===== src/rtl/lsu_pkg.sv =====
/* Load/store unit package with widths, opcodes, function codes,
   exception codes and the queued record types */
package lsu_pkg;

    ////////////////////////////////////////
    // Widths and sizes
    ////////////////////////////////////////
    localparam int XLEN = 32;
    localparam int ID_W = 4;

    typedef logic [ID_W-1:0] id_t;

    // Local data memory, word addressed, address wraps
    localparam int RAM_WORDS = 1024;
    localparam int RAM_ADDR_W = 10;

    localparam int REQ_DEPTH = 4;
    localparam int ATTR_DEPTH = 2;

    ////////////////////////////////////////
    // Instruction encodings
    ////////////////////////////////////////
    localparam logic [6:0] OPC_LOAD = 7'b0000011;
    localparam logic [6:0] OPC_STORE = 7'b0100011;
    localparam logic [6:0] OPC_FENCE = 7'b0001111;

    // Access width codes in fn3
    localparam logic [2:0] FN3_B = 3'b000;
    localparam logic [2:0] FN3_H = 3'b001;
    localparam logic [2:0] FN3_W = 3'b010;
    localparam logic [2:0] FN3_BU = 3'b100;
    localparam logic [2:0] FN3_HU = 3'b101;

    typedef logic [4:0] exc_code_t;

    localparam exc_code_t EXC_LOAD_MISALIGNED = 5'd4;
    localparam exc_code_t EXC_STORE_MISALIGNED = 5'd6;

    ////////////////////////////////////////
    // Record types
    ////////////////////////////////////////

    // One memory operation waiting for the data memory
    typedef struct packed {
        logic [RAM_ADDR_W-1:0] word_addr;
        logic [3:0]            be;
        logic [XLEN-1:0]       data;
        logic                  is_load;
        logic [2:0]            fn3;
        logic [1:0]            byte_offset;
        id_t                   id;
    } ls_request_t;

    // Load in flight, kept until its read data returns
    typedef struct packed {
        id_t        id;
        logic [1:0] byte_offset;
        logic [1:0] width_sel;
        logic       is_signed;
    } load_attr_t;

endpackage


===== src/rtl/lsu_load_align.sv =====
/* Load alignment with sign extension and writeback port merge */
module lsu_load_align (
    input  logic                read_valid,
    input  logic [31:0]         read_data,
    input  lsu_pkg::load_attr_t attr,
    input  logic                exc_wb_done,
    input  lsu_pkg::id_t        exception_id,
    output logic                wb_done,
    output lsu_pkg::id_t        wb_id,
    output logic [31:0]         wb_data
);
    import lsu_pkg::*;

    logic [7:0]  byte_data;
    logic [15:0] half_data;
    logic        sign_bit;

    assign byte_data = read_data[attr.byte_offset*8 +: 8];
    assign half_data = attr.byte_offset[1] ? read_data[31:16] : read_data[15:0];

    always_comb begin
        sign_bit = 1'b0;
        wb_data = read_data;
        case (attr.width_sel)
            FN3_B[1:0]: begin
                sign_bit = attr.is_signed & byte_data[7];
                wb_data = {{24{sign_bit}}, byte_data};
            end
            FN3_H[1:0]: begin
                sign_bit = attr.is_signed & half_data[15];
                wb_data = {{16{sign_bit}}, half_data};
            end
            default: wb_data = read_data;
        endcase
    end

    // Exception completion wins the port
    // Issue is stopped until the ack, so only older loads could be draining
    assign wb_done = read_valid | exc_wb_done;
    assign wb_id = exc_wb_done ? exception_id : attr.id;

endmodule


===== config.mk =====
export PLATFORM = sky130hd
export DESIGN_NAME = lsu_load_align
export DESIGN_NICKNAME = d
export VERILOG_FILES = /design/src/rtl/lsu_pkg.sv /design/src/rtl/lsu_load_align.sv
export SDC_FILE = /design/constraint.sdc
export NUM_CORES = 1
export LEC_CHECK = 0
export BUFFER_PORTS_ARGS = -buffer_cell sky130_fd_sc_hd__buf_2
export CORE_MARGIN = 1
export CORE_UTILIZATION = 39
export DETAILED_ROUTE_END_ITERATION = 10
export GPL_TIMING_DRIVEN = 1
export PLACE_DENSITY_LB_ADDON = 0.15
export SYNTH_ARGS = -nofsm -noshare
export SYNTH_HDL_FRONTEND = slang
export SYNTH_SLANG_ARGS = --single-unit

===== constraint.sdc =====
create_clock -name vclk -period 2.96
set_input_delay 0.148 -clock vclk [all_inputs]
set_output_delay 0.148 -clock vclk [all_outputs]
set_load 0.005 [all_outputs]

==> results.md <==
* Worst ir drop on vdd at 0.000113 V
* Post-synthesis xor/xnor area fraction at 0%
* Via/cell ratio at 5.60
* Hold Buf Count CTS at 0
* Filler Cells Inserted at 170
* Worst EP required at 2810 ps
* CP cell instances: buf_2 -> nand2b_1 -> nor3b_4 -> a221o_1 -> buf_2
* Number of diodes at 0
* Slew Limit Headroom at 56.0%
* Total Routed Length at 2.61 mm
* Dpl cells at 200
* Critical path buffers and inverters at 2
* Biggest cell delay along the critical path at 550 ps
* WL/cell at 13.1 µm
* Post-cts gate resize count at 0
* DR iter-0 viols at 35
* DIE HEIGHT at 46.1 µm
* Post-CTS Setup Inserts at 0
* Fmax at 544 MHz
* Setup_tns at 0 ps
* Critical path startpoint: attr[2]
* Remaining DRCs at 0
* Post-route design area at 1150 µm²
* Final ANT Viol Nets at 0
* Placed Area at 1150 µm²
* Minimum clock period at 1840 ps
* Setup violations, final at 0
* Largest net degree at the start of global routing at 36
* Count of cell types in the netlist at 25
* Synthesized instance count at 102
* Dpl hpwl at 2.07 mm
* I/O pin total at 84
* FF+latch count at 0
* Utilization after layout at 64.7%
* CP most frequent cell: buf_2
* Starting Density at 42.5%
* Unrepaired setup endpoints after global routing: false
* Most frequent cell after synthesis: nand2_1
* Stages on worst setup path at 5
* Fin cells at 200
* Setup crit end: wb_data[14]
* Hold/Removal Path Class: input pin to primary output
* Critical path arrival at 1690 ps
* Gr ovfl total at 0
* P_leak at 0.612 nW
* Die ar. at 2120 µm²
* Status: completed
* Mapped Area at 758 µm²
* Synth top cells by count: nand2_1, a221o_1, mux2_2, o21ai_1, a22o_1
* Max FO, Critical Path at 35
* Total global-route track usage at 23.5%
* Cell taking the most area after synthesis: a221o_1
* Max-Cap Viols at 0
* Vias at 1120
* Largest family of logic cells by synthesized area: compound AO/OA/AOI/OAI gates
* GPL Wtd Cong at 0.761
* Top cells by area, synth: a221o_1, mux2_2, nand2_1
* Compound-cell area share of the yosys netlist at 42.4%
* Worst Path Class, Setup: input pin to primary output
* Tcrit/Tclk final at 62.1%
* Final Hold Vio Count at 0
* Worst Setup Start Kind: input pin
* Syn avg cell area at 7.43 µm²
* Clkbuf count at 0
* Area growth syn-to-layout at 52.1%
* Warnings, synthesis at 0
* Final #Nets at 224
* Die width at 46.1 µm
* Register Area at 0 µm²
* First-pass GRT wire length at 3.82 mm
* DRT Pass-1 Iters at 4
* Simple-gate area share of the yosys netlist at 23.6%
* Antenna violations before repair at 0
* Core box area at 1780 µm²
* Rows at 15
* Total Power at 0.195 mW
* Top delay family on crit path: simple AND/OR/NAND/NOR gates
* PwrDens at 169 nW/µm²
* Slew @ Worst Pin at 658 ps
* Worst path slowest cell: nand2b_1
* Mapped Nets at 149
* Share of cells above drive strength 1 at 58.3%
* Fin. max-slew vios at 0
* Port buffer count at 84
* Post-Synth Adder-Cell Area at 0%
* Vias in the first global route at 955
* Register area share after synthesis at 0%
* Mux share of post-synthesis cell area at 26.1%
* Post-synth top area share at 15.8%
* CP endpoint kind: primary output
[placed cells by master, fill, tap and decap left out]
| cell | netlist | final |
|---|---|---|
| mux2i_1 | 4 | 4 |
| nor2b_1 | 1 | 1 |
| a22o_1 | 8 | 8 |
| buf_2 | 3 | 84 |
| mux2i_4 | 1 | 1 |
| nor3b_4 | 1 | 1 |
| nand2b_1 | 2 | 2 |
| or2_2 | 1 | 1 |
| and4b_1 | 4 | 4 |
| mux4_2 | 1 | 1 |
| clkinv_1 | 1 | 1 |
| a221o_1 | 12 | 12 |
| o21ai_0 | 7 | 7 |
| nor2_1 | 1 | 1 |
| o221a_2 | 3 | 3 |
| a21o_1 | 1 | 1 |
| nand2_1 | 21 | 21 |
| o21ai_1 | 10 | 10 |
| mux2_2 | 10 | 10 |
| a21oi_1 | 1 | 1 |
| nor3b_2 | 1 | 1 |
[kinds of logic (layout without fill, tap and decap cells)]
group,count (synthesis),in the layout
AOI/OAI and AO/OA,42,42
and+or+nand+nor,32,32
muxes,16,16
buffers and inverters,12,85
[final cells by class]
class	instances	area [µm²]	share of cell area (%)
inverters	1	3.75	0.325
multi-input cells	90	698	60.5
well taps	25	31.3	2.71
repair buffers	84	420	36.4
[worst min-delay path by stage]
stage                    start      end  depth (start not counted)  slack (ps)
global placement    read_valid  wb_done                          3         540
floorplan           read_valid  wb_done                          1         380
global route        read_valid  wb_done                          3         570
finish              read_valid  wb_done                          3         540
detailed placement  read_valid  wb_done                          3         540
CTS                 read_valid  wb_done                          3         540
[through the flow]
step                hold slack [ps]  worst slack [ps]
detailed placement              544              1130
global placement                541              1150
floorplan                       381              1640
finish                          542              1120
global route                    572               933
CTS                             544              1140
[layer usage]
metal  vias up  global-route usage (%)  wire (µm)
met5         -                       0          0
met4         0                    2.35          0
met3         0                    1.57        192
met2        63                    43.9       1290
met1       507                    30.0       1130
li1        550                       -          -
[power by group]
group	switching (mW)	internal (mW)
registers	0	0
logic	0.0917	0.103
clock network	0	0
total	0.0917	0.103
[tightest hold or removal path, cell delays in order]
cell and delay (ps):
buf_2 70, or2_2 80, buf_2 90
Note: power is estimated with default switching activity, not from simulation.
