[config.mk]
export PLATFORM = sky130hd
export DESIGN_NAME = lsu_control
export DESIGN_NICKNAME = d
export VERILOG_FILES = /design/src/rtl/lsu_pkg.sv /design/src/rtl/lsu_control.sv
export SDC_FILE = /design/constraint.sdc
export NUM_CORES = 1
export LEC_CHECK = 0
export BUFFER_PORTS_ARGS = -buffer_cell sky130_fd_sc_hd__clkbuf_2
export CORE_MARGIN = 1
export CORE_UTILIZATION = 25
export DETAILED_ROUTE_END_ITERATION = 8
export PLACE_DENSITY_LB_ADDON = 0.08
export SETUP_SLACK_MARGIN = 0.05
export SLEW_MARGIN = 20
export SYNTH_ARGS = -nofsm -noshare
export SYNTH_HDL_FRONTEND = slang
export SYNTH_SLANG_ARGS = --single-unit
export TNS_END_PERCENT = 50
[constraint.sdc]
create_clock -name clk -period 5.1 [get_ports clk]
set_clock_uncertainty 0.15 [all_clocks]
set_input_delay 1.53 -clock clk [delete_from_list [all_inputs] [get_ports clk]]
set_output_delay 1.53 -clock clk [all_outputs]
set_load 0.1 [all_outputs]
[src/rtl/lsu_pkg.sv]
/* Load/store unit package with widths, opcodes, function codes,
   exception codes and the queued record types */
package lsu_pkg;

    ////////////////////////////////////////
    // Widths and sizes
    ////////////////////////////////////////
    localparam int XLEN = 32;
    localparam int ID_W = 4;

    typedef logic [ID_W-1:0] id_t;

    // Local data memory, word addressed, address wraps
    localparam int RAM_WORDS = 1024;
    localparam int RAM_ADDR_W = 10;

    localparam int REQ_DEPTH = 4;
    localparam int ATTR_DEPTH = 2;

    ////////////////////////////////////////
    // Instruction encodings
    ////////////////////////////////////////
    localparam logic [6:0] OPC_LOAD = 7'b0000011;
    localparam logic [6:0] OPC_STORE = 7'b0100011;
    localparam logic [6:0] OPC_FENCE = 7'b0001111;

    // Access width codes in fn3
    localparam logic [2:0] FN3_B = 3'b000;
    localparam logic [2:0] FN3_H = 3'b001;
    localparam logic [2:0] FN3_W = 3'b010;
    localparam logic [2:0] FN3_BU = 3'b100;
    localparam logic [2:0] FN3_HU = 3'b101;

    typedef logic [4:0] exc_code_t;

    localparam exc_code_t EXC_LOAD_MISALIGNED = 5'd4;
    localparam exc_code_t EXC_STORE_MISALIGNED = 5'd6;

    ////////////////////////////////////////
    // Record types
    ////////////////////////////////////////

    // One memory operation waiting for the data memory
    typedef struct packed {
        logic [RAM_ADDR_W-1:0] word_addr;
        logic [3:0]            be;
        logic [XLEN-1:0]       data;
        logic                  is_load;
        logic [2:0]            fn3;
        logic [1:0]            byte_offset;
        id_t                   id;
    } ls_request_t;

    // Load in flight, kept until its read data returns
    typedef struct packed {
        id_t        id;
        logic [1:0] byte_offset;
        logic [1:0] width_sel;
        logic       is_signed;
    } load_attr_t;

endpackage

[src/rtl/lsu_control.sv]
/* Issue control FSM: accept, fence wait until idle, and misaligned
   exception capture with acknowledge */
module lsu_control (
    input  logic               clk,
    input  logic               rst,
    input  logic               new_request,
    input  logic               is_fence,
    input  logic               is_store,
    input  logic               misaligned,
    input  logic [31:0]        exc_addr,
    input  lsu_pkg::id_t       id,
    input  logic               queue_full,
    input  logic               pending_zero,
    input  logic               exception_ack,
    output logic               issue_ready,
    output logic               accept,
    output logic               exception_valid,
    output lsu_pkg::exc_code_t exception_code,
    output logic [31:0]        exception_tval,
    output lsu_pkg::id_t       exception_id,
    output logic               exc_wb_done
);
    import lsu_pkg::*;

    typedef enum logic [1:0] {
        RUN,
        FENCE_WAIT,
        EXCEPTION
    } state_t;

    state_t state;
    state_t state_next;

    assign issue_ready = (state == RUN) & ~queue_full;
    assign accept = new_request & issue_ready;
    assign exception_valid = (state == EXCEPTION);

    always_comb begin
        state_next = state;
        case (state)
            RUN: begin
                if (accept & misaligned)
                    state_next = EXCEPTION;
                else if (accept & is_fence)
                    state_next = FENCE_WAIT;
            end
            // Leave once every queued operation has finished
            FENCE_WAIT: begin
                if (pending_zero)
                    state_next = RUN;
            end
            EXCEPTION: begin
                if (exception_ack)
                    state_next = RUN;
            end
            default: state_next = RUN;
        endcase
    end

    always_ff @(posedge clk) begin
        if (rst)
            state <= RUN;
        else
            state <= state_next;
    end

    // Exception details, stable while in EXCEPTION
    always_ff @(posedge clk) begin
        if (accept & misaligned) begin
            exception_code <= is_store ? EXC_STORE_MISALIGNED : EXC_LOAD_MISALIGNED;
            exception_tval <= exc_addr;
            exception_id <= id;
        end
    end

    // A faulting load still owes a writeback completion
    always_ff @(posedge clk) begin
        if (rst)
            exc_wb_done <= 1'b0;
        else
            exc_wb_done <= exception_valid & exception_ack &
                           (exception_code == EXC_LOAD_MISALIGNED);
    end

endmodule

==> flow_metrics.py <==
metrics = {
    "status": {
        "status": "finished clean",
    },
    "detailed_routing": {
        "vias": 867,
        "vias_per_cell": 3.87,
        "drt_iter0_markers": 53,
        "ant_nets": 0,
        "drc": 0,
        "avgRoutedWirePerCell_um": 12.0,
        "dr.pass1.iters": 4,
        "drt_wl_total_um": 2700,
    },
    "setup_path": {
        "crit_fanout": 3,
        "crit_chain": "clkbuf_2 -> nor4b_2 -> clkbuf_2",
        "critPathBufInv": 2,
        "worstPathRequired_ns": 3.42,
        "slowest_stage": "clkbuf_2",
        "crit_type": "input pin to output pin",
        "cpPeakStageDelay_ns": 0.50,
        "reg2reg_from": "state[0]",
        "startpoint": "new_request",
        "cp-end-kind": "output pin",
        "crit_family": "buffers and inverters",
        "arrival_ns": 2.37,
        "crit_top_cell": "clkbuf_2",
        "cp-start-kind": "input pin",
    },
    "final_layout": {
        "drive_gt1_share_pct": 65.6,
        "post-route-util_pct": 37.4,
        "fillers": 511,
        "design_area_sq_mm": 0.00194,
        "layout_common_cells": "clkbuf_2 (85), edfxtp_1 (37), clkbuf_8 (5), conb_1 (4), dfxtp_1 (3)",
        "final_common_cell": "clkbuf_2",
        "area_growth_pct": 43.1,
        "nets": 198,
        "diodes": 0,
    },
    "min_path": {
        "worstHoldStart": "exception_code[1]",
        "hold_class": "register to register",
    },
    "global_route": {
        "grt_pass1_vias": 803,
        "grt_start_max_net_pins": 25,
        "gr-total-overflow": 0,
        "grt_pass1_wl_um": 3740,
        "antenna_found_initial": 0,
        "track_usage_pct": 9.65,
    },
    "sta": {
        "hold_violations": 0,
        "rsz0062_at_grt": "false",
        "slew_viol_final": 0,
        "fmax_ghz": 0.247,
        "timing.final.crit_share_pct": 79.3,
        "finalSetupViolations": 0,
        "fin_crit_ns": 4.05,
        "slew_headroom_pct": 63.1,
        "worst-slew-pin-transition_ns": 0.555,
    },
    "synthesis": {
        "yosysWarnings": 0,
        "synth_area_leader_cell": "edfxtp_1",
        "postSynthAreaPerCell_sq_um": 21.5,
        "netlist_area_sq_mm": 0.00135,
        "ys_ff_latch": 40,
        "seq_area_frac_synth_pct": 86.5,
        "synth_top_area_share_pct": 82.1,
        "syn_inst": 63,
        "synth.distinct_cells": 20,
        "yosys-top-cells-area": "edfxtp_1 (82%), dfxtp_1 (4.4%), buf_4 (2.2%)",
    },
    "clock_tree": {
        "htreeDepth": 2,
        "cts-root-buf": "clkbuf_8",
        "cts_tree": "done",
        "worstSkewPairLatency_ns": 0.28,
        "cts_hold_buf": 0,
        "cts_sinks": 40,
        "cts.clk_slew.worst_paths_ns": 0.07,
        "post_cts.repair.setup_buffers": 0,
        "cts_made_buffers": 5,
        "cts_max_path_buffers": 2,
        "cts.repair.resized": 0,
    },
    "die": {
        "io_pins": 90,
        "die_y_um": 75.6,
        "rows": 26,
        "fp.dieW_um": 75.6,
        "fp.dieArea_sq_mm": 0.00571,
        "initial_utilization_pct": 26.2,
        "coreArea_sq_mm": 0.00517,
    },
    "pwr": {
        "peakVddDrop_mv": 0.0979,
        "power_density_mw_per_mm2": 357,
        "power.leakage_nw": 0.838,
    },
    "placement": {
        "post-dp-hpwl_um": 2000,
        "gp_congestion": 0.718,
        "placed_area_sq_mm": 0.00185,
        "port_buffers": 85,
    },
    "run": {
        "max_cap_violations": 0,
    },
}
[through the flow]
| stage | hold slack [ns] | std cells | TNS, ns | power [mW] | setup WS, ns |
|---|---|---|---|---|---|
| 6_report | 0.310 | 224 | 0 | 0.692 | 1.05 |
| 5_1_grt | 0.343 | 224 | 0 | 0.723 | 1.02 |
| 4_1_cts | 0.324 | 224 | 0 | 0.707 | 1.04 |
| 3_5_place_dp | 0.313 | 216 | 0 | 0.503 | 1.04 |
| 3_3_place_gp | 0.312 | 216 | 0 | 0.502 | 1.09 |
| 2_1_floorplan | 0.387 | 65 | -0.137 | 0.478 | -0.137 |
[per-layer routing]
metal | vias up | wire, um | GRT usage, %
li1 | 408 | - | -
met1 | 404 | 1050 | 9.77
met2 | 51 | 1380 | 16.2
met3 | 4 | 217 | 3.57
met4 | 0 | 50 | 7.41
met5 | - | 0 | 0
[synthesized netlist by cell type, drive strengths merged]
cell,instances
a21oi,1
nand2,1
nand2b,1
conb,2
mux2,1
nor2b,1
and4bb,1
nor3,3
edfxtp,37
o21ai,1
dfxtp,3
nand3b,1
nor4b,1
nor4,1
nor2,1
buf,6
a211oi,1
[power breakdown]
part	switching [mW]	internal (mW)	leakage, nW
clock network	0.104	0.0928	0.0453
registers	0.00401	0.369	0.363
logic	0.0993	0.0221	0.429
total	0.208	0.484	0.838
[cell type report]
cell class / instances / area [sq um] / share of cell area, %
timing repair buffer: 87 / 440 / 22.7
tap: 70 / 87.6 / 4.52
multi-input combinational: 19 / 155 / 8.01
sequential: 40 / 1170 / 60.5
clock buffer: 5 / 68.8 / 3.55
clock inverter: 3 / 13.8 / 0.711
[registers in the layout, summed over array words and instances, names as in the netlist]
signal and count:
exception_tval 32, exception_id 4, exception_code 1, state 2, exc_wb_done 1
[path summary, 6_finish.rpt]
check | endpoint | slack [ns] | cells after the start
worst min-delay path | exc_wb_done | 0.31 | 1
worst max-delay path | accept | 1.05 | 3
worst min register to register | exc_wb_done | 0.31 | 1
worst max register to register | exception_tval[13] | 3.62 | 2
[kinds of logic (layout without fill, tap and decap cells)]
group                  count (synthesis)  in the layout  share of synthesized area, %
buffers and inverters                  6             95                          3.42
DFF                                   40             40                          86.5
other                                  2              4                         0.555
AOI/OAI and AO/OA                      3              3                          1.66
muxes                                  1              1                         0.832
and+or+nand+nor                       11             11                          7.02
Note: power is estimated with default switching activity, not from simulation.
