## src/rtl/lsu_pkg.sv

```systemverilog
/* Load/store unit package with widths, opcodes, function codes,
   exception codes and the queued record types */
package lsu_pkg;

    ////////////////////////////////////////
    // Widths and sizes
    ////////////////////////////////////////
    localparam int XLEN = 32;
    localparam int ID_W = 4;

    typedef logic [ID_W-1:0] id_t;

    // Local data memory, word addressed, address wraps
    localparam int RAM_WORDS = 1024;
    localparam int RAM_ADDR_W = 10;

    localparam int REQ_DEPTH = 4;
    localparam int ATTR_DEPTH = 2;

    ////////////////////////////////////////
    // Instruction encodings
    ////////////////////////////////////////
    localparam logic [6:0] OPC_LOAD = 7'b0000011;
    localparam logic [6:0] OPC_STORE = 7'b0100011;
    localparam logic [6:0] OPC_FENCE = 7'b0001111;

    // Access width codes in fn3
    localparam logic [2:0] FN3_B = 3'b000;
    localparam logic [2:0] FN3_H = 3'b001;
    localparam logic [2:0] FN3_W = 3'b010;
    localparam logic [2:0] FN3_BU = 3'b100;
    localparam logic [2:0] FN3_HU = 3'b101;

    typedef logic [4:0] exc_code_t;

    localparam exc_code_t EXC_LOAD_MISALIGNED = 5'd4;
    localparam exc_code_t EXC_STORE_MISALIGNED = 5'd6;

    ////////////////////////////////////////
    // Record types
    ////////////////////////////////////////

    // One memory operation waiting for the data memory
    typedef struct packed {
        logic [RAM_ADDR_W-1:0] word_addr;
        logic [3:0]            be;
        logic [XLEN-1:0]       data;
        logic                  is_load;
        logic [2:0]            fn3;
        logic [1:0]            byte_offset;
        id_t                   id;
    } ls_request_t;

    // Load in flight, kept until its read data returns
    typedef struct packed {
        id_t        id;
        logic [1:0] byte_offset;
        logic [1:0] width_sel;
        logic       is_signed;
    } load_attr_t;

endpackage

```

## src/rtl/lsu_decode.sv

```systemverilog
/* Load/store decode: effective address, byte enables, store lane
   replication and misalignment detection */
module lsu_decode (
    input  logic [31:0]          instruction,
    input  logic [31:0]          rs1_data,
    input  logic [31:0]          rs2_data,
    input  lsu_pkg::id_t         id,
    output lsu_pkg::ls_request_t request,
    output logic                 is_fence,
    output logic                 is_store,
    output logic                 misaligned,
    output logic [31:0]          exc_addr
);
    import lsu_pkg::*;

    logic [6:0]      opcode;
    logic [2:0]      fn3;
    logic            is_load;
    logic [11:0]     offset;
    logic [XLEN-1:0] addr;
    logic [3:0]      be;
    logic [XLEN-1:0] lane_data;
    logic            size_half;
    logic            size_word;

    assign opcode = instruction[6:0];
    assign fn3 = instruction[14:12];

    assign is_load = (opcode == OPC_LOAD);
    assign is_store = (opcode == OPC_STORE);
    assign is_fence = (opcode == OPC_FENCE);

    // S-type splits the immediate around rd
    assign offset = is_store ? {instruction[31:25], instruction[11:7]} : instruction[31:20];
    assign addr = rs1_data + {{20{offset[11]}}, offset};

    ////////////////////////////////////////
    // Byte enables and store lanes
    ////////////////////////////////////////
    always_comb begin
        be = 4'b1111;
        lane_data = rs2_data;
        size_half = 1'b0;
        size_word = 1'b0;
        case (fn3)
            FN3_B, FN3_BU: begin
                be = 4'b0001 << addr[1:0];
                lane_data = {4{rs2_data[7:0]}};
            end
            FN3_H, FN3_HU: begin
                be = addr[1] ? 4'b1100 : 4'b0011;
                lane_data = {2{rs2_data[15:0]}};
                size_half = 1'b1;
            end
            FN3_W: begin
                size_word = 1'b1;
            end
            default: begin
                size_word = 1'b1;
            end
        endcase
    end

    // Fence is neither load nor store, so never misaligned
    assign misaligned = (is_load | is_store) &
                        ((size_half & addr[0]) | (size_word & (addr[1:0] != 2'b00)));

    assign request = '{
        word_addr:   addr[RAM_ADDR_W+1:2],
        be:          be,
        data:        lane_data,
        is_load:     is_load,
        fn3:         fn3,
        byte_offset: addr[1:0],
        id:          id
    };

    assign exc_addr = addr;

endmodule

```

## config.mk

```make
export PLATFORM = sky130hd
export DESIGN_NAME = lsu_decode
export DESIGN_NICKNAME = d
export VERILOG_FILES = /design/src/rtl/lsu_pkg.sv /design/src/rtl/lsu_decode.sv
export SDC_FILE = /design/constraint.sdc
export NUM_CORES = 1
export LEC_CHECK = 0
export ABC_AREA = 0
export BUFFER_PORTS_ARGS = -buffer_cell sky130_fd_sc_hd__buf_2
export CAP_MARGIN = 25
export CORE_ASPECT_RATIO = 0.9
export CORE_MARGIN = 1
export CORE_UTILIZATION = 40
export DETAILED_ROUTE_END_ITERATION = 10
export PLACE_DENSITY_LB_ADDON = 0.05
export SLEW_MARGIN = 0
export SYNTH_ARGS = -nofsm -noshare
export SYNTH_HDL_FRONTEND = slang
export SYNTH_SLANG_ARGS = --single-unit
```

## constraint.sdc

```tcl
create_clock -name vclk -period 9.85
set_input_delay 1.97 -clock vclk [all_inputs]
set_output_delay 1.97 -clock vclk [all_outputs]
set_load 0.01 [all_outputs]
```

==> out/qor.yml, run 1 <==
wire_per_inst_um: 13.1
viasPerCell: 5.15
final-setup-viol-count: 0
multi_input_area_um2: 2250
die_width_um: 86.2
die_area_um2: 6710
p_int_mw: 0.111
n_antenna_cell: 0
maxCapViolations: 0
rsz0062_at_grt: "false"
grt_start_max_net_pins: 32
synthMuxAreaShare_pct: 11.0
finalNonFillerCells: 580
grt_first_pass_wirelength_um: 12000
grt_pass1_vias: 2631
slowest_stage: "fa_1"
drtIter0Drc: 71
antenna_found_initial: 0
synth_top_family_by_area: "compound AO/OA/AOI/OAI gates"
core_um2: 6150
ff_latch_area_um2: 0
dp_cells: 580
cts-resized-gates: 0
power.density_nw_per_um2: 75.5
nClkBuffers: 0
synth_area_um2: 2550
crit_path_frequent_cell: "nand2_1"
crit_buf_inv: 2
synth-compound-area-share_pct: 31.7
port_buffers: 176
start_util_pct: 41.5
nNetsFinal: 627
final_antenna_net_count: 0
row_count: 27
vias: 2985
swShare_pct: 55.1
synthSimpleGateAreaFrac_pct: 19.5
ir_drop_mv: 0.0331
fmax_ghz: 0.135
fillers: 670
critical_path.top_delay_family: "compound AO/OA/AOI/OAI gates"
cp_max_fo: 6
cts_hold_buf: 0
dpl_worst_slack_ps: 2480
period_needed_ps: 7390
cpPeakStageDelay_ps: 450
seq_cell_count: 0
crit_chain: "buf_2 > nor2_1 > nand3_1 > nor3_1 > nand2_1 > nand2_1 > nand2_1 > ha_1 > fa_1 > a211oi_2 > o21ai_0 > a21o_1 > a221oi_2 > o211a_1 > mux2_1 > nor3_1 > buf_2"
syn_inst: 360
p_leak_nw: 1.78
synth_xor_area_share_pct: 9.95
drive_above_1_share_pct: 41.0
relSlewSlack_pct: 50.6
finalCritPeriodShare_pct: 75.0
gr-total-overflow: 0
critical_path_class: "in2out"
drc: 0
final.setup.worst_slack_ps: 2460
seqPwrFrac_pct: 0
syn_nets: 492
synth.avg_cell_area_um2: 7.09
worstPathArrival_ps: 5420
hold_viol_final: 0
combPwrFrac_pct: 100.0
area_growth_pct: 28.1
holdCritPathClass: "in2out"
gp_congestion: 0.833
dp_hpwl_um: 6420
pin_count: 191
status: "finished clean"
synthAdderAreaFrac_pct: 16.0
p_sw_mw: 0.136
end_kind: "output port"
synth_warnings: 0
totalWireLength_um: 7580
start_kind: "primary input"
ys_seq_area_share_pct: 0
crit_required_ps: 7880
p_clk_share_pct: 0
tns_ps: 0
yosys.cell_types.count: 51
final_max_slew_viol_count: 0
drtPass1Iterations: 4
cts_setup_buffers: 0
fp.dieH_um: 77.8
worst_pin_slew_ps: 738
grt_usage_pct: 21.2
-- routing by layer --
metal	vias up	wire, um	GRT usage, %
li1	1552	-	-
met5	-	0	0
met1	1348	3680	29.5
met4	0	40	1.17
met2	75	3620	37.9
met3	10	236	0.319
-- power by group through the flow --
stage	sequential, mW	clock [mW]	combinational (mW)
floorplan	0	0	0.175
global placement	0	0	0.246
detailed placement	0	0	0.247
CTS	0	0	0.248
global route	0	0	0.272
finish	0	0	0.247
-- area by class of cell --
| cell class | instances | area share, % |
|---|---|---|
| multi-input combinational | 309 | 68.8 |
| inverter | 8 | 0.918 |
| tap | 87 | 3.33 |
| timing repair buffer | 176 | 26.9 |
-- Yosys cell counts (5+ instances only) --
cell type   n  area (um^2)
nand2_1    44          165
mux2i_1     9         90.1
a211oi_1    7         52.6
clkbuf_1   10         37.5
inv_1       8         30.0
o21ai_0    20          100
a21oi_1    21          105
nor2_1     22         82.6
buf_4      28          210
o21ai_1     5         25.0
nand3_1     9         45.0
xnor2_1    20          175
a21o_1     28          210
mux2_2     16          180
ha_1       31          388
xor2_1      9         78.8
nor3_1     10         50.1
o211ai_1    5         37.5
-- stage by stage --
stage | hold slack (ps) | cell area [um^2] | utilization (%) | power, mW
final | 3940 | 3270 | 53.2 | 0.247
after global routing | 3940 | 3270 | 53.2 | 0.272
after CTS | 3940 | 3270 | 53.2 | 0.248
after detailed placement | 3940 | 3270 | 53.2 | 0.247
after global placement | 3940 | 3270 | 53.2 | 0.246
after floorplan | 3990 | 2550 | - | 0.175
-- logic make-up after synthesis --
family	Yosys count
muxes	26
and+or+nand+nor	108
AOI/OAI and AO/OA	114
buffers and inverters	51
xor gates and xnor gates	29
adders and majority gates	32
-- final timing paths --
path	startpoint	depth (start not counted)	slack (ps)	end
worst max-delay path	instruction[6]	17	2460	exc_addr[26]
worst min-delay path	instruction[14]	0	3940	request[8]
-- layout by cell type (no fill, tap or decap), types with 10 or more instances in the layout --
| cell type | Yosys | routed |
|---|---|---|
| a21o_1 | 28 | 28 |
| a21oi_1 | 21 | 21 |
| buf_2 | 3 | 176 |
| ha_1 | 31 | 31 |
| mux2_2 | 16 | 16 |
| nand2_1 | 44 | 44 |
| nor2_1 | 22 | 22 |
| nor3_1 | 10 | 10 |
| o21ai_0 | 20 | 20 |
| xnor2_1 | 20 | 20 |
Note: power is estimated with default switching activity, not from simulation.
==> run 2: changes to the inputs <==
--- a/config.mk
+++ b/config.mk
@@ -5,7 +5,7 @@
 export SDC_FILE = /design/constraint.sdc
 export NUM_CORES = 1
 export LEC_CHECK = 0
-export ABC_AREA = 0
+export ABC_AREA = 1
 export BUFFER_PORTS_ARGS = -buffer_cell sky130_fd_sc_hd__buf_2
 export CAP_MARGIN = 25
 export CORE_ASPECT_RATIO = 0.9
==> constraint.sdc (replaced) <==
create_clock -name vclk -period 7.1
set_input_delay 1.42 -clock vclk [all_inputs]
set_output_delay 1.42 -clock vclk [all_outputs]
set_load 0.01 [all_outputs]
==> run 2 against run 1 <==
Sequential share of layout area is the same. Via count grew 31%. Cell count grew 49%. First-iteration DRC count grew 85%. Final area grew 16%. Flip-flop and latch count is the same. Combinational power grew 41%.
==> out/qor.yml, run 2 <==
dp_hpwl_um: 8360  # +30%
synth_xor_area_share_pct: 4.65  # -5.3 points
drtIter0Drc: 131  # +85%
ir_drop_mv: 0.0490  # +48%
cts-resized-gates: 0  # unchanged
grt_pass1_vias: 3557  # +35%
ff_latch_area_um2: 0  # unchanged
synth_area_um2: 3010  # +18%
row_count: 29  # +7.4%
syn_inst: 629  # +75%
nClkBuffers: 0  # unchanged
period_needed_ps: 5290
final-setup-viol-count: 0  # unchanged
final.setup.worst_slack_ps: 1810  # -649 ps
cp_max_fo: 6  # unchanged
maxCapViolations: 0  # unchanged
hold_depth: 0  # unchanged
viasPerCell: 4.53  # -12%
start_kind: "primary input"
yosys.cell_types.count: 24  # -53%
final_max_slew_viol_count: 0  # unchanged
final_antenna_net_count: 0  # unchanged
dpl_worst_slack_ps: 1850  # -623 ps
synthTopCellsByArea: "nand2_1 (35%), inv_1 (16%), ha_1 (13%), buf_4 (7.0%), nor2_1 (5.4%)"
synth_warnings: 0  # unchanged
drtPass1Iterations: 5  # +1
drive_above_1_share_pct: 24.6  # -16 points
worst_setup_path_startpoint: "instruction[2]"
status: "finished clean"
synthMuxAreaShare_pct: 0  # -11 points
gr-total-overflow: 0  # unchanged
vias: 3925  # +31%
nNetsFinal: 907  # +45%
yosysTopAreaCell: "nand2_1"
final_cell_mix: "nand2_1 (283), buf_2 (176), inv_1 (126), nor2_1 (43), ha_1 (31)"
holdCritPathClass: "in2out"
die_width_um: 93.5  # +8.4%
tns_ps: 0  # unchanged
hold_viol_final: 0  # unchanged
worstPathArrival_ps: 3870  # -1550 ps
n_antenna_cell: 0  # unchanged
hold_start: "id[0]"
synth_top_family_by_area: "simple AND/OR/NAND/NOR gates"
cts_setup_buffers: 0  # unchanged
drc: 0  # unchanged
rsz0062_at_grt: "false"
final_common_cell: "nand2_1"
fmax_ghz: 0.189
critical_path_class: "in2out"
die_area_um2: 7880  # +18%
antenna_found_initial: 0  # unchanged
synth-compound-area-share_pct: 8.22  # -24 points
end_kind: "output port"
seq_cell_count: 0  # unchanged
crit_required_ps: 5680  # -2200 ps
grt_usage_pct: 23.2  # +2.0 points
port_buffers: 176  # unchanged
fillers: 830  # +24%
grt_start_max_net_pins: 22  # -31%
fp.dieH_um: 84.3  # +8.4%
grt_first_pass_wirelength_um: 15300  # +27%
cts_hold_buf: 0  # unchanged
synthSimpleGateAreaFrac_pct: 50.3  # +31 points
totalWireLength_um: 9320  # +23%
power.density_nw_per_um2: 92.0  # +22%
gp_congestion: 0.892  # +7.1%
yosysMostFrequentCell: "nand2_1"
synth.avg_cell_area_um2: 4.79  # -32%
relSlewSlack_pct: 63.2  # +13 points
core_um2: 7180  # +17%
pin_count: 191  # unchanged
synth_top_area_share_pct: 35.3  # +20 points
p_leak_nw: 2.68  # +50%
synth_common_cells: "nand2_1 (283), inv_1 (126), nor2_1 (43), ha_1 (31), buf_4 (28)"
finalCritPeriodShare_pct: 74.4
area_growth_pct: 25.5
syn_nets: 761  # +55%
start_util_pct: 41.9  # +0.40 points
wire_per_inst_um: 10.8  # -18%
ys_seq_area_share_pct: 0  # unchanged
synthAdderAreaFrac_pct: 13.5  # -2.4 points
worst_pin_slew_ps: 552  # -186 ps
## run 2: cell types whose count changed after synthesis, moves of 5 or more
cell      delta
inv_1      +118
nand2_2     +10
a211oi_1     -7
o21ai_1      -5
nand3_1     +18
xor2_1       +5
xnor2_1     -18
o21ai_0      -8
clkbuf_1     -8
nand2_1    +239
mux2_2      -16
nor2_1      +21
mux2i_1      -9
a21o_1      -27
## run 2: kinds of logic (layout without fill, tap and decap cells)
kind of cell / count (synthesis) / after routing
fa+ha+maj: 32 / 32
compound gates: 44 / 44
xor+xnor: 16 / 16
buf+inv: 158 / 302
simple gates: 379 / 379
## run 2: metal layers
layer	share of wire (%)	track usage [%]
met1	48	30.3
met3	4.8	0.815
met5	0	0
met4	0.23	0.559
met2	47	44.0
## run 2: layout make-up
| cell class | instances | area, um^2 | share of cell area (%) |
|---|---|---|---|
| inverters | 126 | 473 | 12.5 |
| well taps | 93 | 116 | 3.08 |
| repair buffers | 176 | 881 | 23.3 |
| multi-input cells | 471 | 2310 | 61.1 |
## run 2: per-stage QoR
stage / instances / utilization (%) / cell area (um^2) / hold WS, ps / total power, mW
detailed placement: 866 / 52.6 / 3780 / 2840 / 0.349
floorplan: 629 / - / 3010 / 2930 / 0.241
global placement: 866 / 52.6 / 3780 / 2840 / 0.347
finish: 866 / 52.6 / 3780 / 2840 / 0.348
CTS: 866 / 52.6 / 3780 / 2840 / 0.351
global route: 866 / 52.6 / 3780 / 2840 / 0.393
## run 2: critical path, stage by stage
cell and delay [ps]:
buf_2 100, nor3_1 240, nand3_1 250, nand2_1 120, nand2_1 60, ha_1 220, fa_1 490, nand3_1 140
nand3_1 110, nand2_1 100, nand2_2 90, nand2_1 90, nand2_2 70, nand2_1 90, nand2_1 50, nand2_1 50
nand2_1 40, buf_2 130
## run 2: final timing paths
check / slack, ps / end
max: 1810 / exc_addr[20]
min: 2840 / request[0]
## run 2: report_power, final
group	switching [mW]	total, mW	internal [mW]
logic	0.212	0.348	0.136
registers	0	0	0
clock network	0	0	0
total	0.212	0.348	0.136
