===== src/rtl/lsu_queue.sv =====
/* Synchronous FIFO with a circular buffer, generic over its payload type */
module lsu_queue #(
    parameter type payload_t = logic [7:0],
    parameter int  DEPTH = 4
) (
    input  logic     clk,
    input  logic     rst,
    input  logic     push,
    input  logic     pop,
    input  payload_t data_in,
    output payload_t data_out,
    output logic     valid,
    output logic     full
);
    localparam int PTR_W = (DEPTH > 1) ? $clog2(DEPTH) : 1;
    localparam int CNT_W = $clog2(DEPTH + 1);

    payload_t entries [DEPTH];

    logic [PTR_W-1:0] rd_ptr;
    logic [PTR_W-1:0] wr_ptr;
    logic [CNT_W-1:0] count;

    always_ff @(posedge clk) begin
        if (push)
            entries[wr_ptr] <= data_in;
    end

    ////////////////////////////////////////
    // Pointers and occupancy
    ////////////////////////////////////////
    always_ff @(posedge clk) begin
        if (rst) begin
            rd_ptr <= '0;
            wr_ptr <= '0;
            count <= '0;
        end else begin
            if (push)
                wr_ptr <= (wr_ptr == PTR_W'(DEPTH - 1)) ? '0 : wr_ptr + 1'b1;
            if (pop)
                rd_ptr <= (rd_ptr == PTR_W'(DEPTH - 1)) ? '0 : rd_ptr + 1'b1;
            case ({push, pop})
                2'b10: count <= count + 1'b1;
                2'b01: count <= count - 1'b1;
                default: count <= count;
            endcase
        end
    end

    // Head entry is visible without a read strobe
    assign data_out = entries[rd_ptr];
    assign valid = (count != '0);
    assign full = (count == CNT_W'(DEPTH));

endmodule


===== config.mk =====
export PLATFORM = sky130hd
export DESIGN_NAME = lsu_queue
export DESIGN_NICKNAME = d
export VERILOG_FILES = /design/src/rtl/lsu_queue.sv
export SDC_FILE = /design/constraint.sdc
export NUM_CORES = 1
export LEC_CHECK = 0
export BUFFER_PORTS_ARGS = -buffer_cell sky130_fd_sc_hd__buf_2
export CAP_MARGIN = 15
export CORE_ASPECT_RATIO = 1.75
export CORE_UTILIZATION = 59
export DETAILED_ROUTE_END_ITERATION = 6
export PLACE_DENSITY = 0.92
export SLEW_MARGIN = 20
export SYNTH_ARGS = -nofsm -noshare
export SYNTH_HDL_FRONTEND = slang
export SYNTH_SLANG_ARGS = --single-unit

===== constraint.sdc =====
create_clock -name clk -period 2.9 [get_ports clk]
set_input_delay 0.435 -clock clk [delete_from_list [all_inputs] [get_ports clk]]
set_output_delay 0.435 -clock clk [all_outputs]
set_load 0.1 [all_outputs]

==> results of run 1 <==
-- state kept, by name, summed over array words and instances, names as in the netlist, named ones only --
| signal | flops |
|---|---|
| entries | 32 |
| rd_ptr | 2 |
| wr_ptr | 2 |
| count | 3 |
-- final cells by class --
| cell class | count | area share |
|---|---|---|
| sequential | 41 | 0.6229 |
| multi-input combinational | 40 | 0.2316 |
| timing repair buffer | 21 | 0.05738 |
| clock buffer | 6 | 0.03962 |
| clock inverter | 2 | 0.01844 |
| tap | 26 | 0.01776 |
| inverter | 6 | 0.01230 |
-- report_power, final --
| part | internal [mW] | switching (mW) |
|---|---|---|
| clock network | 0.254 | 0.182 |
| registers | 0.665 | 0.0224 |
| logic | 0.0638 | 0.210 |
| total | 0.982 | 0.415 |
-- metrics by stage --
step	utilization	power, mW	hold slack, ps	instance area (um2)	setup WS, ps
floorplan	-	0.9282	455.9	1604	1178
global placement	0.6840	0.9632	470.8	1725	948.3
detailed placement	0.6840	0.9763	507.1	1725	888.6
CTS	0.7262	1.408	348.0	1832	594.5
global route	0.7262	1.445	346.5	1832	520.6
finish	0.7262	1.397	357.4	1832	642.3
-- worst paths after layout --
check / start / end / slack [ps] / cells past startpoint
max: flop / data_out[0] / 640 / 2
min: data_in[6] / entries[1][6]$_DFFE_PP_ / 360 / 1
max reg2reg: count[1]$_SDFFE_PP0P_ / count[2]$_SDFFE_PP0P_ / 1310 / 5
min reg2reg: count[2]$_SDFFE_PP0P_ / count[2]$_SDFFE_PP0P_ / 530 / 2
-- layer usage --
| metal | global-route usage | up-vias | share of wire | wire [um] |
|---|---|---|---|---|
| li1 | - | 385 | - | - |
| met1 | 0.2048 | 407 | 0.39 | 931 |
| met2 | 0.2899 | 20 | 0.53 | 1264 |
| met5 | 0 | - | 0 | 0 |
| met3 | 0.06378 | 6 | 0.042 | 99 |
| met4 | 0.1756 | 0 | 0.034 | 81 |
-- worst max-delay path: cells and delay by family, from the launching register on --
kind	cells	cell delay (ps)
buffers and inverters	1	310
flip-flops	1	650
multiplexers	1	570
-- cells by family (layout without fill, tap and decap cells) --
kind of cell	Yosys count	after routing	share of synthesized area
AO/OA/AOI/OAI	4	4	0.01247
multiplexers	11	11	0.1310
flip-flops	41	41	0.7114
buffers and inverters	8	35	0.02418
XOR/XNOR	2	2	0.01092
AND/OR/NAND/NOR	16	16	0.05070
adder cells (fa/ha/maj)	7	7	0.05928
-- synth_stat cells, drive strengths merged --
cell type,count,area [um2]
and3,1,6.260
clkbuf,1,5.000
a21oi,3,15.01
mux2i,3,30.03
fa,1,20.02
o21ai,1,5.000
nor3b,1,7.510
nor2,8,30.03
inv,6,22.52
xor2,2,17.52
edfxtp,32,960.9
and2,4,25.02
ha,6,75.07
mux4,8,180.2
dfxtp,9,180.2
buf,1,11.26
or3,2,12.51
-- layout by cell type (no fill, tap or decap) --
cell and instances:
edfxtp_1 32, clkinv_1 1, xor2_1 2, buf_2 21, nor2_1 8, mux4_2 8
mux2i_1 3, a21oi_1 3, fa_1 1, o21ai_0 1, bufinv_16 1, clkbuf_8 5
ha_1 6, clkbuf_1 1, nor3b_1 1, dfxtp_1 9, inv_1 6, and2_1 4
and3_1 1, or3_1 2
==> summary.md, run 1 <==
| Metric | Value |
|---|---|
| Status | `complete, no violations` |
| Slew Limit Fails | `0` |
| Register area | `between 1000 and 1500 um2` |
| Time the worst path needs with I/O delays and setup | `2258 ps` |
| DRC violation total after the first TritonRoute iteration | `40` |
| Floorplan die area | `2939 um2` |
| Via count | `818` |
| Cells traversed along the worst timing path | `mux4_2, buf_2` |
| Post-layout instance count excluding filler cells | `142` |
| Fraction of layout cells with a size suffix above 1 | `0.3017` |
| Number of cells in the design after placement | `134` |
| Flip-flop and latch count after synthesis | `41` |
| Unique masters post-synth | `17` |
| Post-CTS Setup Repair Bufs | `0` |
| Slowest CP cell | `dfxtp_1` |
| Clock slew at the register clock pins of the worst setup and hold paths | `roughly 70 ps` |
| Clock Sinks | `between 40 and 50` |
| Number of global-route vias before repair | `871` |
| Gate count after technology mapping | `between 80 and 90` |
| Ports placed on the boundary | `22` |
| CP required | `2470 ps` |
| Largest vdd supply drop | `~0.00052 V` |
| Leak Pwr | `0.6878 nW` |
| Average detailed-routed wire length per instance | `about 17 um` |
| Net count of the mapped netlist | `108` |
| Mapped Area | `1604 um2` |
| Max Clock Skew | `4.940 ps` |
| Maximum number of pins on one net before global-route repair | `13` |
| # DRC | `0` |
| Maximum buffer depth of the clock tree | `2` |
| Avg Cell Area, Syn | `18.02 um2` |
| Type of destination of the critical path | `primary output` |
| Startpoint-to-endpoint class of the critical path | `flop to primary output` |
| Total congestion overflow after global routing | `0` |
| Unrepaired setup endpoints after global routing | `false` |
| Final ANT Viol Nets | `0` |
| Sum of net half-perimeters after detailed placement | `1736 um` |
| Final layout net count | `~130` |
| Startpoint types | `flop` |
| Antenna fix cells | `0` |
| Arrival time of data at the critical path endpoint | `around 1800 ps` |
| Wirelength, routed | `2378 um` |
| Core area | `2522 um2` |
| Number of vias per cell | `5.761` |
| Path type of the worst min-delay path | `input pin to flop` |
| Row count | `24` |
| Synthesis warning total | `0` |
| CTS-repair resized insts | `0` |
| Multi-input logic area | `around 420 um2` |
| Count of max-cap constraint violations | `0` |
| Number of clock buffers inserted by TritonCTS | `5` |
| Highest cell delay on the worst timing path | `around 650 ps` |
| Skew-Pair Late Insertion Delay | `approximately 300 ps` |
| Actual slew at the worst max-slew pin | `between 500 and 600 ps` |
| Total GRT Usage | `0.1909` |
| Overall die width | `41.42 um` |
| Hold Buf Count CTS | `0` |
| Count of filler cells inserted in the layout | `roughly 170` |
| Final hold vios | `0` |
| H-tree lvl count | `2` |
| Worst Path Max Fanout | `8` |
| Starting Density | `0.6359` |
| Post-route clock period utilization | `0.7785` |
| Area Overhead vs Synth | `14.20%` |
| Die boundary height | `70.98 um` |
| Wire length of the first global-routing pass | `approximately 3800 um` |
| Router iterations before antenna repair | `6` |
| Clk root buf | `clkbuf_8` |
| Final weighted congestion in routability-driven placement | `about 0.67` |
| Slew HR | `0.6523` |
| Final setup vio count | `0` |
| Antenna violations before repair | `0` |
| Clock tree from TritonCTS | `yes` |
| Power per Cell Area | `762.9 nW/um2` |
| Post-synthesis sequential area ratio | `0.7114` |
| Fmax | `442.9 MHz` |
| Count of input and output buffers | `21` |
| Aggregate negative setup slack | `0 ps` |
Note: power is estimated with default switching activity, not from simulation.
==> run 2, diff against run 1 <==
--- a/config.mk
+++ b/config.mk
@@ -8,9 +8,9 @@
 export BUFFER_PORTS_ARGS = -buffer_cell sky130_fd_sc_hd__buf_2
 export CAP_MARGIN = 15
 export CORE_ASPECT_RATIO = 1.75
-export CORE_UTILIZATION = 59
+export CORE_UTILIZATION = 50
 export DETAILED_ROUTE_END_ITERATION = 6
-export PLACE_DENSITY = 0.92
+export PLACE_DENSITY = 0.84
 export SLEW_MARGIN = 20
 export SYNTH_ARGS = -nofsm -noshare
 export SYNTH_HDL_FRONTEND = slang
==> constraint.sdc (replaced) <==
create_clock -name clk -period 2 [get_ports clk]
set_input_delay 0.3 -clock clk [delete_from_list [all_inputs] [get_ports clk]]
set_output_delay 0.3 -clock clk [all_outputs]
set_load 0.1 [all_outputs]
==> summary.md, run 2 (same netlist as run 1, synthesis figures left out) <==
| Metric | Value |
|---|---|
| Maximum number of pins on one net before global-route repair | `13 (unchanged)` |
| Floorplan die area | `3447 um2 (+17%)` |
| Number of clock buffers inserted by TritonCTS | `5 (unchanged)` |
| Largest vdd supply drop | `0.0007441 V (+42%)` |
| Via count | `796 (-2.7%)` |
| Slew HR | `0.6789 (+0.02655)` |
| Final ANT Viol Nets | `0 (unchanged)` |
| Clock tree from TritonCTS | `yes` |
| Antenna violations before repair | `0 (unchanged)` |
| Sequential power share | `0.513 (+0.021)` |
| Arrival time of data at the critical path endpoint | `1630 ps (-190 ps)` |
| Clk root buf | `clkbuf_8` |
| Count of filler cells inserted in the layout | `246 (+49%)` |
| Multi-input logic area | `424.2 um2 (unchanged)` |
| Core area | `2993 um2 (+19%)` |
| # DRC | `0 (unchanged)` |
| Register area | `1141 um2 (unchanged)` |
| Largest registers | `entries x32, count x3` |
| Overall die width | `44.82 um (+8.2%)` |
| Maximum buffer depth of the clock tree | `2 (unchanged)` |
| Sum of net half-perimeters after detailed placement | `1628 um (-6.2%)` |
| Clock slew at the register clock pins of the worst setup and hold paths | `70 ps (about the same)` |
| Max FFs per register | `32 (unchanged)` |
| Final weighted congestion in routability-driven placement | `0.6300 (-5.9%)` |
| Worst Path Max Fanout | `8 (unchanged)` |
| Cell internal pwr | `1.341 mW (+37%)` |
| Power per Cell Area | `1044 nW/um2 (+37%)` |
| Total GRT Usage | `0.1583 (-0.03262)` |
| Combinational share of power | `0.211 (+0.015)` |
| Post-route clock period utilization | `0.9633` |
| Count of input and output buffers | `21 (unchanged)` |
| Final hold vios | `0 (unchanged)` |
| Fraction of layout cells with a size suffix above 1 | `0.3077 (+0.005968)` |
| Path type of the worst min-delay path | `input pin to flop` |
| Final layout net count | `135 (+0.75%)` |
| Post-CTS Setup Repair Bufs | `0 (unchanged)` |
| Startpoint types | `flop` |
| Total congestion overflow after global routing | `0 (unchanged)` |
| Slew Limit Fails | `0 (unchanged)` |
| Register bank with the most flops | `entries` |
| Average detailed-routed wire length per instance | `14.13 um (-16%)` |
| H-tree lvl count | `2 (unchanged)` |
| Worst-case reg-to-reg path depth | `5 (unchanged)` |
| Type of destination of the critical path | `primary output` |
| Hold Buf Count CTS | `0 (unchanged)` |
| Final setup vio count | `0 (unchanged)` |
| Fin area | `1846 um2 (+0.75%)` |
| Launch point of the worst reg-to-reg path | `count[1]$_SDFFE_PP0P_` |
| Startpoint-to-endpoint class of the critical path | `flop to primary output` |
| Skew-Pair Late Insertion Delay | `280 ps (-20 ps)` |
| Unrepaired setup endpoints after global routing | `false` |
| Area after DPL | `1753 um2 (+1.6%)` |
| Time the worst path needs with I/O delays and setup | `around 1900 ps` |
| Min-Delay Startpoint | `data_in[1]` |
| Actual slew at the worst max-slew pin | `485.1 ps (-35.78 ps)` |
| Antenna fix cells | `0 (unchanged)` |
| Status | `complete, no violations` |
| Aggregate negative setup slack | `0 ps (unchanged)` |
| Clock Power Share | `0.276 (-0.036)` |
| Max Clock Skew | `4.843 ps (-0.09711 ps)` |
| CP required | `1700 ps (-770 ps)` |
| Die boundary height | `76.93 um (+8.4%)` |
| R2R Setup Slk | `450 ps (-860 ps)` |
| Number of vias per cell | `5.006 (-13%)` |
| Endpoint of the lowest-slack register-to-register path | `count[2]$_SDFFE_PP0P_` |
| DRC violation total after the first TritonRoute iteration | `28 (-30%)` |
| Starting Density | `0.5360 (-0.09996)` |
| Leak Pwr | `0.6863 nW (-0.22%)` |
| Count of cells along the worst hold path | `1 (unchanged)` |
| Area Overhead vs Synth | `15.05%` |
| Switching power | `0.5856 mW (+41%)` |
| Count of max-cap constraint violations | `0 (unchanged)` |
| Ports placed on the boundary | `22 (unchanged)` |
| Wire length of the first global-routing pass | `3732 um (-2.2%)` |
| Most used cells in the layout excluding fill and tap cells | `edfxtp_1, buf_2, dfxtp_1, mux4_2, nor2_1` |
| Most common library cell in the layout ignoring fill and taps | `edfxtp_1` |
| Number of global-route vias before repair | `844 (-3.1%)` |
| Wirelength, routed | `2246 um (-5.6%)` |
| Row count | `26 (+8.3%)` |
| Router iterations before antenna repair | `3 (-3)` |
| Fmax | `519.0 MHz` |
| Switching part of the total | `0.3039 (+0.006866)` |
| Clock Sinks | `41 (unchanged)` |
| Endpoint, Worst Hold | `entries[0][1]$_DFFE_PP_` |
==> run 2: cell count changes in the layout (fill, tap and decap cells not counted), sizes merged <==
cell,before,now
clkbuf,6,9
clkinv,1,0
bufinv,1,0
==> run 2: layer usage <==
layer / up-vias / global-route usage / wire length, um / share of wire
li1: 385 / - / - / -
met1: 386 / 0.1681 / 866 / 0.39
met2: 21 / 0.2618 / 1244 / 0.55
met3: 4 / 0.05882 / 93 / 0.041
met4: 0 / 0.08182 / 41 / 0.018
met5: - / 0 / 0 / 0
==> run 2: metrics by stage <==
| stage | std cells | hold slack, ps | power, mW | util | setup WS [ps] |
|---|---|---|---|---|---|
| 4_1_cts | 159 | 217.9 | 1.944 | 0.6158 | 24.97 |
| 2_1_floorplan | 89 | 369.1 | 1.346 | - | 412.9 |
| 3_5_place_dp | 151 | 492.5 | 1.415 | 0.5857 | 178.6 |
| 6_report | 159 | 225.3 | 1.927 | 0.6166 | 73.39 |
| 5_1_grt | 159 | 211.6 | 2.009 | 0.6166 | 3.709 |
| 3_3_place_gp | 151 | 477.1 | 1.403 | 0.5857 | 239.8 |
==> run 2: timing repair <==
action,CTS,global route
gates resized for setup,0,1
hold endpoints to repair,0,0
endpoints found under the setup margin,0,1
==> run 2: critical path, cell delays in order, from the launching register on <==
cell	delay, ps
dfxtp_1	310
buf_4	200
mux4_2	520
buf_2	310
==> run 2: layout make-up <==
cell class	count	share of cell area
clock buffers	8	0.04881
inverters	6	0.01220
well taps	42	0.02847
flip-flops and latches	41	0.6183
multi-input cells	40	0.2298
repair buffers	22	0.06237
==> run 2: worst max-delay path by stage <==
stage                                        to  slack (ps)  cells past startpoint  start
after floorplan           count[2]$_SDFFE_PP0P_         410                      7   push
after global routing                data_out[3]           4                      3   flop
final                               data_out[5]          70                      3   flop
after detailed placement  count[2]$_SDFFE_PP0P_         180                      8   push
after CTS                           data_out[1]          20                      3   flop
after global placement    count[2]$_SDFFE_PP0P_         240                      8   push
==> run 2: power by group through the flow <==
stage | Sequential, mW | Clock (mW) | Combinational [mW]
after global placement | 1.00 | 0 | 0.400
after global routing | 0.992 | 0.589 | 0.428
after CTS | 0.989 | 0.546 | 0.409
final | 0.988 | 0.532 | 0.408
after floorplan | 0.996 | 0 | 0.350
after detailed placement | 1.01 | 0 | 0.408
==> run 3, diff against run 2 <==
==> config.mk (replaced) <==
export PLATFORM = sky130hd
export DESIGN_NAME = lsu_queue
export DESIGN_NICKNAME = d
export VERILOG_FILES = /design/src/rtl/lsu_queue.sv
export SDC_FILE = /design/constraint.sdc
export NUM_CORES = 1
export LEC_CHECK = 0
export CAP_MARGIN = 15
export CORE_ASPECT_RATIO = 1.75
export CORE_UTILIZATION = 58
export CTS_BUF_LIST = sky130_fd_sc_hd__clkbuf_8
export DETAILED_ROUTE_END_ITERATION = 6
export DONT_BUFFER_PORTS = 1
export PLACE_DENSITY = 0.86
export SKIP_CTS_REPAIR_TIMING = 1
export SLEW_MARGIN = 20
export SYNTH_ARGS = -nofsm -noshare
export SYNTH_HDL_FRONTEND = slang
export SYNTH_SLANG_ARGS = --single-unit
==> summary.md, run 3 (same netlist as run 1, synthesis figures left out) <==
| Metric | Value |
|---|---|
| Count of input and output buffers | `0 (-100%)` |
| Switching power | `0.5781 mW (-1.3%)` |
| Register area | `1141 um2 (unchanged)` |
| Max FFs per register | `32 (unchanged)` |
| Largest vdd supply drop | `0.0007843 V (+5.4%)` |
| Time the worst path needs with I/O delays and setup | `1911 ps (-15.39 ps)` |
| Area Overhead vs Synth | `8.580%` |
| Overall die width | `41.76 um (-6.8%)` |
| Aggregate negative setup slack | `0 ps (unchanged)` |
| Post-route clock period utilization | `0.9556 (-0.007693)` |
| Slew HR | `0.3906 (-0.2882)` |
| Worst Path Max Fanout | `8 (unchanged)` |
| Core area | `2552 um2 (-15%)` |
| Antenna fix cells | `0 (unchanged)` |
| Endpoint of the lowest-slack register-to-register path | `count[2]$_SDFFE_PP0P_` |
| Min-Delay Startpoint | `rst` |
| Sum of net half-perimeters after detailed placement | `1597 um (-1.9%)` |
| Count of max-cap constraint violations | `0 (unchanged)` |
| Slowest CP cell | `mux4_2` |
| Die boundary height | `71.57 um (-7.0%)` |
| Area after DPL | `1635 um2 (-6.7%)` |
| Combinational share of power | `0.187 (-0.024)` |
| Ports placed on the boundary | `22 (unchanged)` |
| Clock tree from TritonCTS | `yes` |
| Gate family responsible for the most delay along the worst path | `multiplexers` |
| Fraction of layout cells with a size suffix above 1 | `0.1649 (-0.1427)` |
| Clock Sinks | `41 (unchanged)` |
| Maximum buffer depth of the clock tree | `2 (unchanged)` |
| Status | `complete, no violations` |
| Fmax | `523.2 MHz (+0.81%)` |
| Total power | `1.978 mW (+2.7%)` |
| Starting Density | `0.6284 (+0.09248)` |
| Via count | `742 (-6.8%)` |
| Startpoint-to-endpoint class of the critical path | `flop to primary output` |
| # DRC | `0 (unchanged)` |
| Sequential power share | `0.499 (-0.014)` |
| Skew-Pair Late Insertion Delay | `280 ps (about the same)` |
| Count of filler cells inserted in the layout | `156 (-37%)` |
| Final ANT Viol Nets | `0 (unchanged)` |
| Average detailed-routed wire length per instance | `18.63 um (+32%)` |
| Endpoint, Worst Hold | `count[0]$_SDFFE_PP0P_` |
| Path type of the worst min-delay path | `input pin to flop` |
| Fin area | `1742 um2 (-5.6%)` |
| Minimum hold slack | `77.91 ps (-147.4 ps)` |
| Final hold vios | `0 (unchanged)` |
| Power per Cell Area | `1136 nW/um2 (+8.8%)` |
| Maximum number of pins on one net before global-route repair | `13 (unchanged)` |
| Launch point of the worst reg-to-reg path | `count[1]$_SDFFE_PP0P_` |
| Slew Limit Fails | `0 (unchanged)` |
| Antenna violations before repair | `0 (unchanged)` |
| Final setup vio count | `0 (unchanged)` |
| Clk root buf | `clkbuf_8` |
| Total GRT Usage | `0.1821 (+0.02381)` |
| Cells traversed along the worst timing path | `buf_4, mux4_2` |
| Wire length of the first global-routing pass | `3698 um (-0.91%)` |
| DRC violation total after the first TritonRoute iteration | `10 (-64%)` |
| Startpoint types | `flop` |
| Number of clock buffers inserted by TritonCTS | `5 (unchanged)` |
| Most used cells in the layout excluding fill and tap cells | `edfxtp_1, dfxtp_1, mux4_2, nor2_1, inv_1` |
| Type of destination of the critical path | `primary output` |
| Row count | `24 (-7.7%)` |
| Final weighted congestion in routability-driven placement | `0.6220 (-1.3%)` |
| Switching part of the total | `0.2922 (-0.01167)` |
| Clock slew at the register clock pins of the worst setup and hold paths | `70 ps (about the same)` |
| R2R Setup Slk | `400 ps (-50 ps)` |
| Max Clock Skew | `3.771 ps (-1.072 ps)` |
| Arrival time of data at the critical path endpoint | `1610 ps (-20 ps)` |
| Highest cell delay on the worst timing path | `800 ps (+280 ps)` |
| Final layout net count | `115 (-15%)` |
| Worst-case reg-to-reg path depth | `5 (unchanged)` |
| Register bank with the most flops | `entries` |
| Count of cells along the worst hold path | `1 (unchanged)` |
| Actual slew at the worst max-slew pin | `915.9 ps (+430.8 ps)` |
| Unrepaired setup endpoints after global routing | `false` |
| Most common library cell in the layout ignoring fill and taps | `edfxtp_1` |
| Cell internal pwr | `1.400 mW (+4.4%)` |
| CP required | `1700 ps (about the same)` |
| Floorplan die area | `2988 um2 (-13%)` |
| Wirelength, routed | `2292 um (+2.0%)` |
| Leak Pwr | `0.6181 nW (-9.9%)` |
| Multi-input logic area | `424.2 um2 (unchanged)` |
| Largest registers | `entries x32, count x3` |
| Number of vias per cell | `6.033 (+20%)` |
| Total congestion overflow after global routing | `0 (unchanged)` |
| Clock Power Share | `0.314 (+0.038)` |
| Worst path bufs/invs | `1 (-1)` |
| Number of global-route vias before repair | `803 (-4.9%)` |
| Router iterations before antenna repair | `4 (+1)` |
| H-tree lvl count | `2 (unchanged)` |
## run 3: cell count changes in the layout (fill, tap and decap cells not counted), sizes merged
cell    delta
buf       -19
bufinv     +1
clkbuf     -4
clkinv     +1
inv        +1
## run 3: per-layer routing
| layer | vias to the layer above | global-route usage | routed length [um] |
|---|---|---|---|
| li1 | 346 | - | - |
| met1 | 355 | 0.1694 | 844 |
| met2 | 34 | 0.3212 | 1245 |
| met3 | 7 | 0.07557 | 136 |
| met4 | 0 | 0.1075 | 65 |
| met5 | - | 0 | 0 |
## run 3: cell type report
cell class,count,area share
inverter,6,0.01293
clock inverter,3,0.02155
multi-input combinational,40,0.2435
clock buffer,5,0.03951
timing repair buffer,2,0.008621
tap,26,0.01868
sequential,41,0.6552
## run 3: worst max path at each step
stage | slack (ps) | start | cells after the start | endpoint
2_1_floorplan | 410 | push | 7 | count[2]$_SDFFE_PP0P_
3_3_place_gp | 390 | push | 7 | count[2]$_SDFFE_PP0P_
3_5_place_dp | 320 | push | 7 | count[2]$_SDFFE_PP0P_
4_1_cts | 60 | flop | 2 | data_out[6]
5_1_grt | 20 | flop | 2 | data_out[5]
6_report | 90 | flop | 2 | data_out[0]
## run 3: power by group through the flow
stage | Clock, mW | Combinational (mW) | Sequential [mW]
6_report | 0.621 | 0.370 | 0.988
2_1_floorplan | 0 | 0.350 | 0.996
4_1_cts | 0.636 | 0.372 | 0.988
3_3_place_gp | 0 | 0.363 | 1.00
5_1_grt | 0.666 | 0.387 | 0.993
3_5_place_dp | 0 | 0.370 | 1.01
## run 3: worst reg2reg max path: stages (launching register included)
cell and delay (ps):
dfxtp_1 350, inv_1 80, fa_1 430, xor2_1 180
or3_1 310, a21oi_1 170
## run 3: through the flow
step | util | worst slack [ps] | cells
after floorplan | - | 412.9 | 89
after global placement | 0.6407 | 387.5 | 115
after detailed placement | 0.6407 | 323.3 | 115
after CTS | 0.6824 | 59.71 | 123
after global routing | 0.6824 | 22.68 | 123
final | 0.6824 | 88.78 | 123
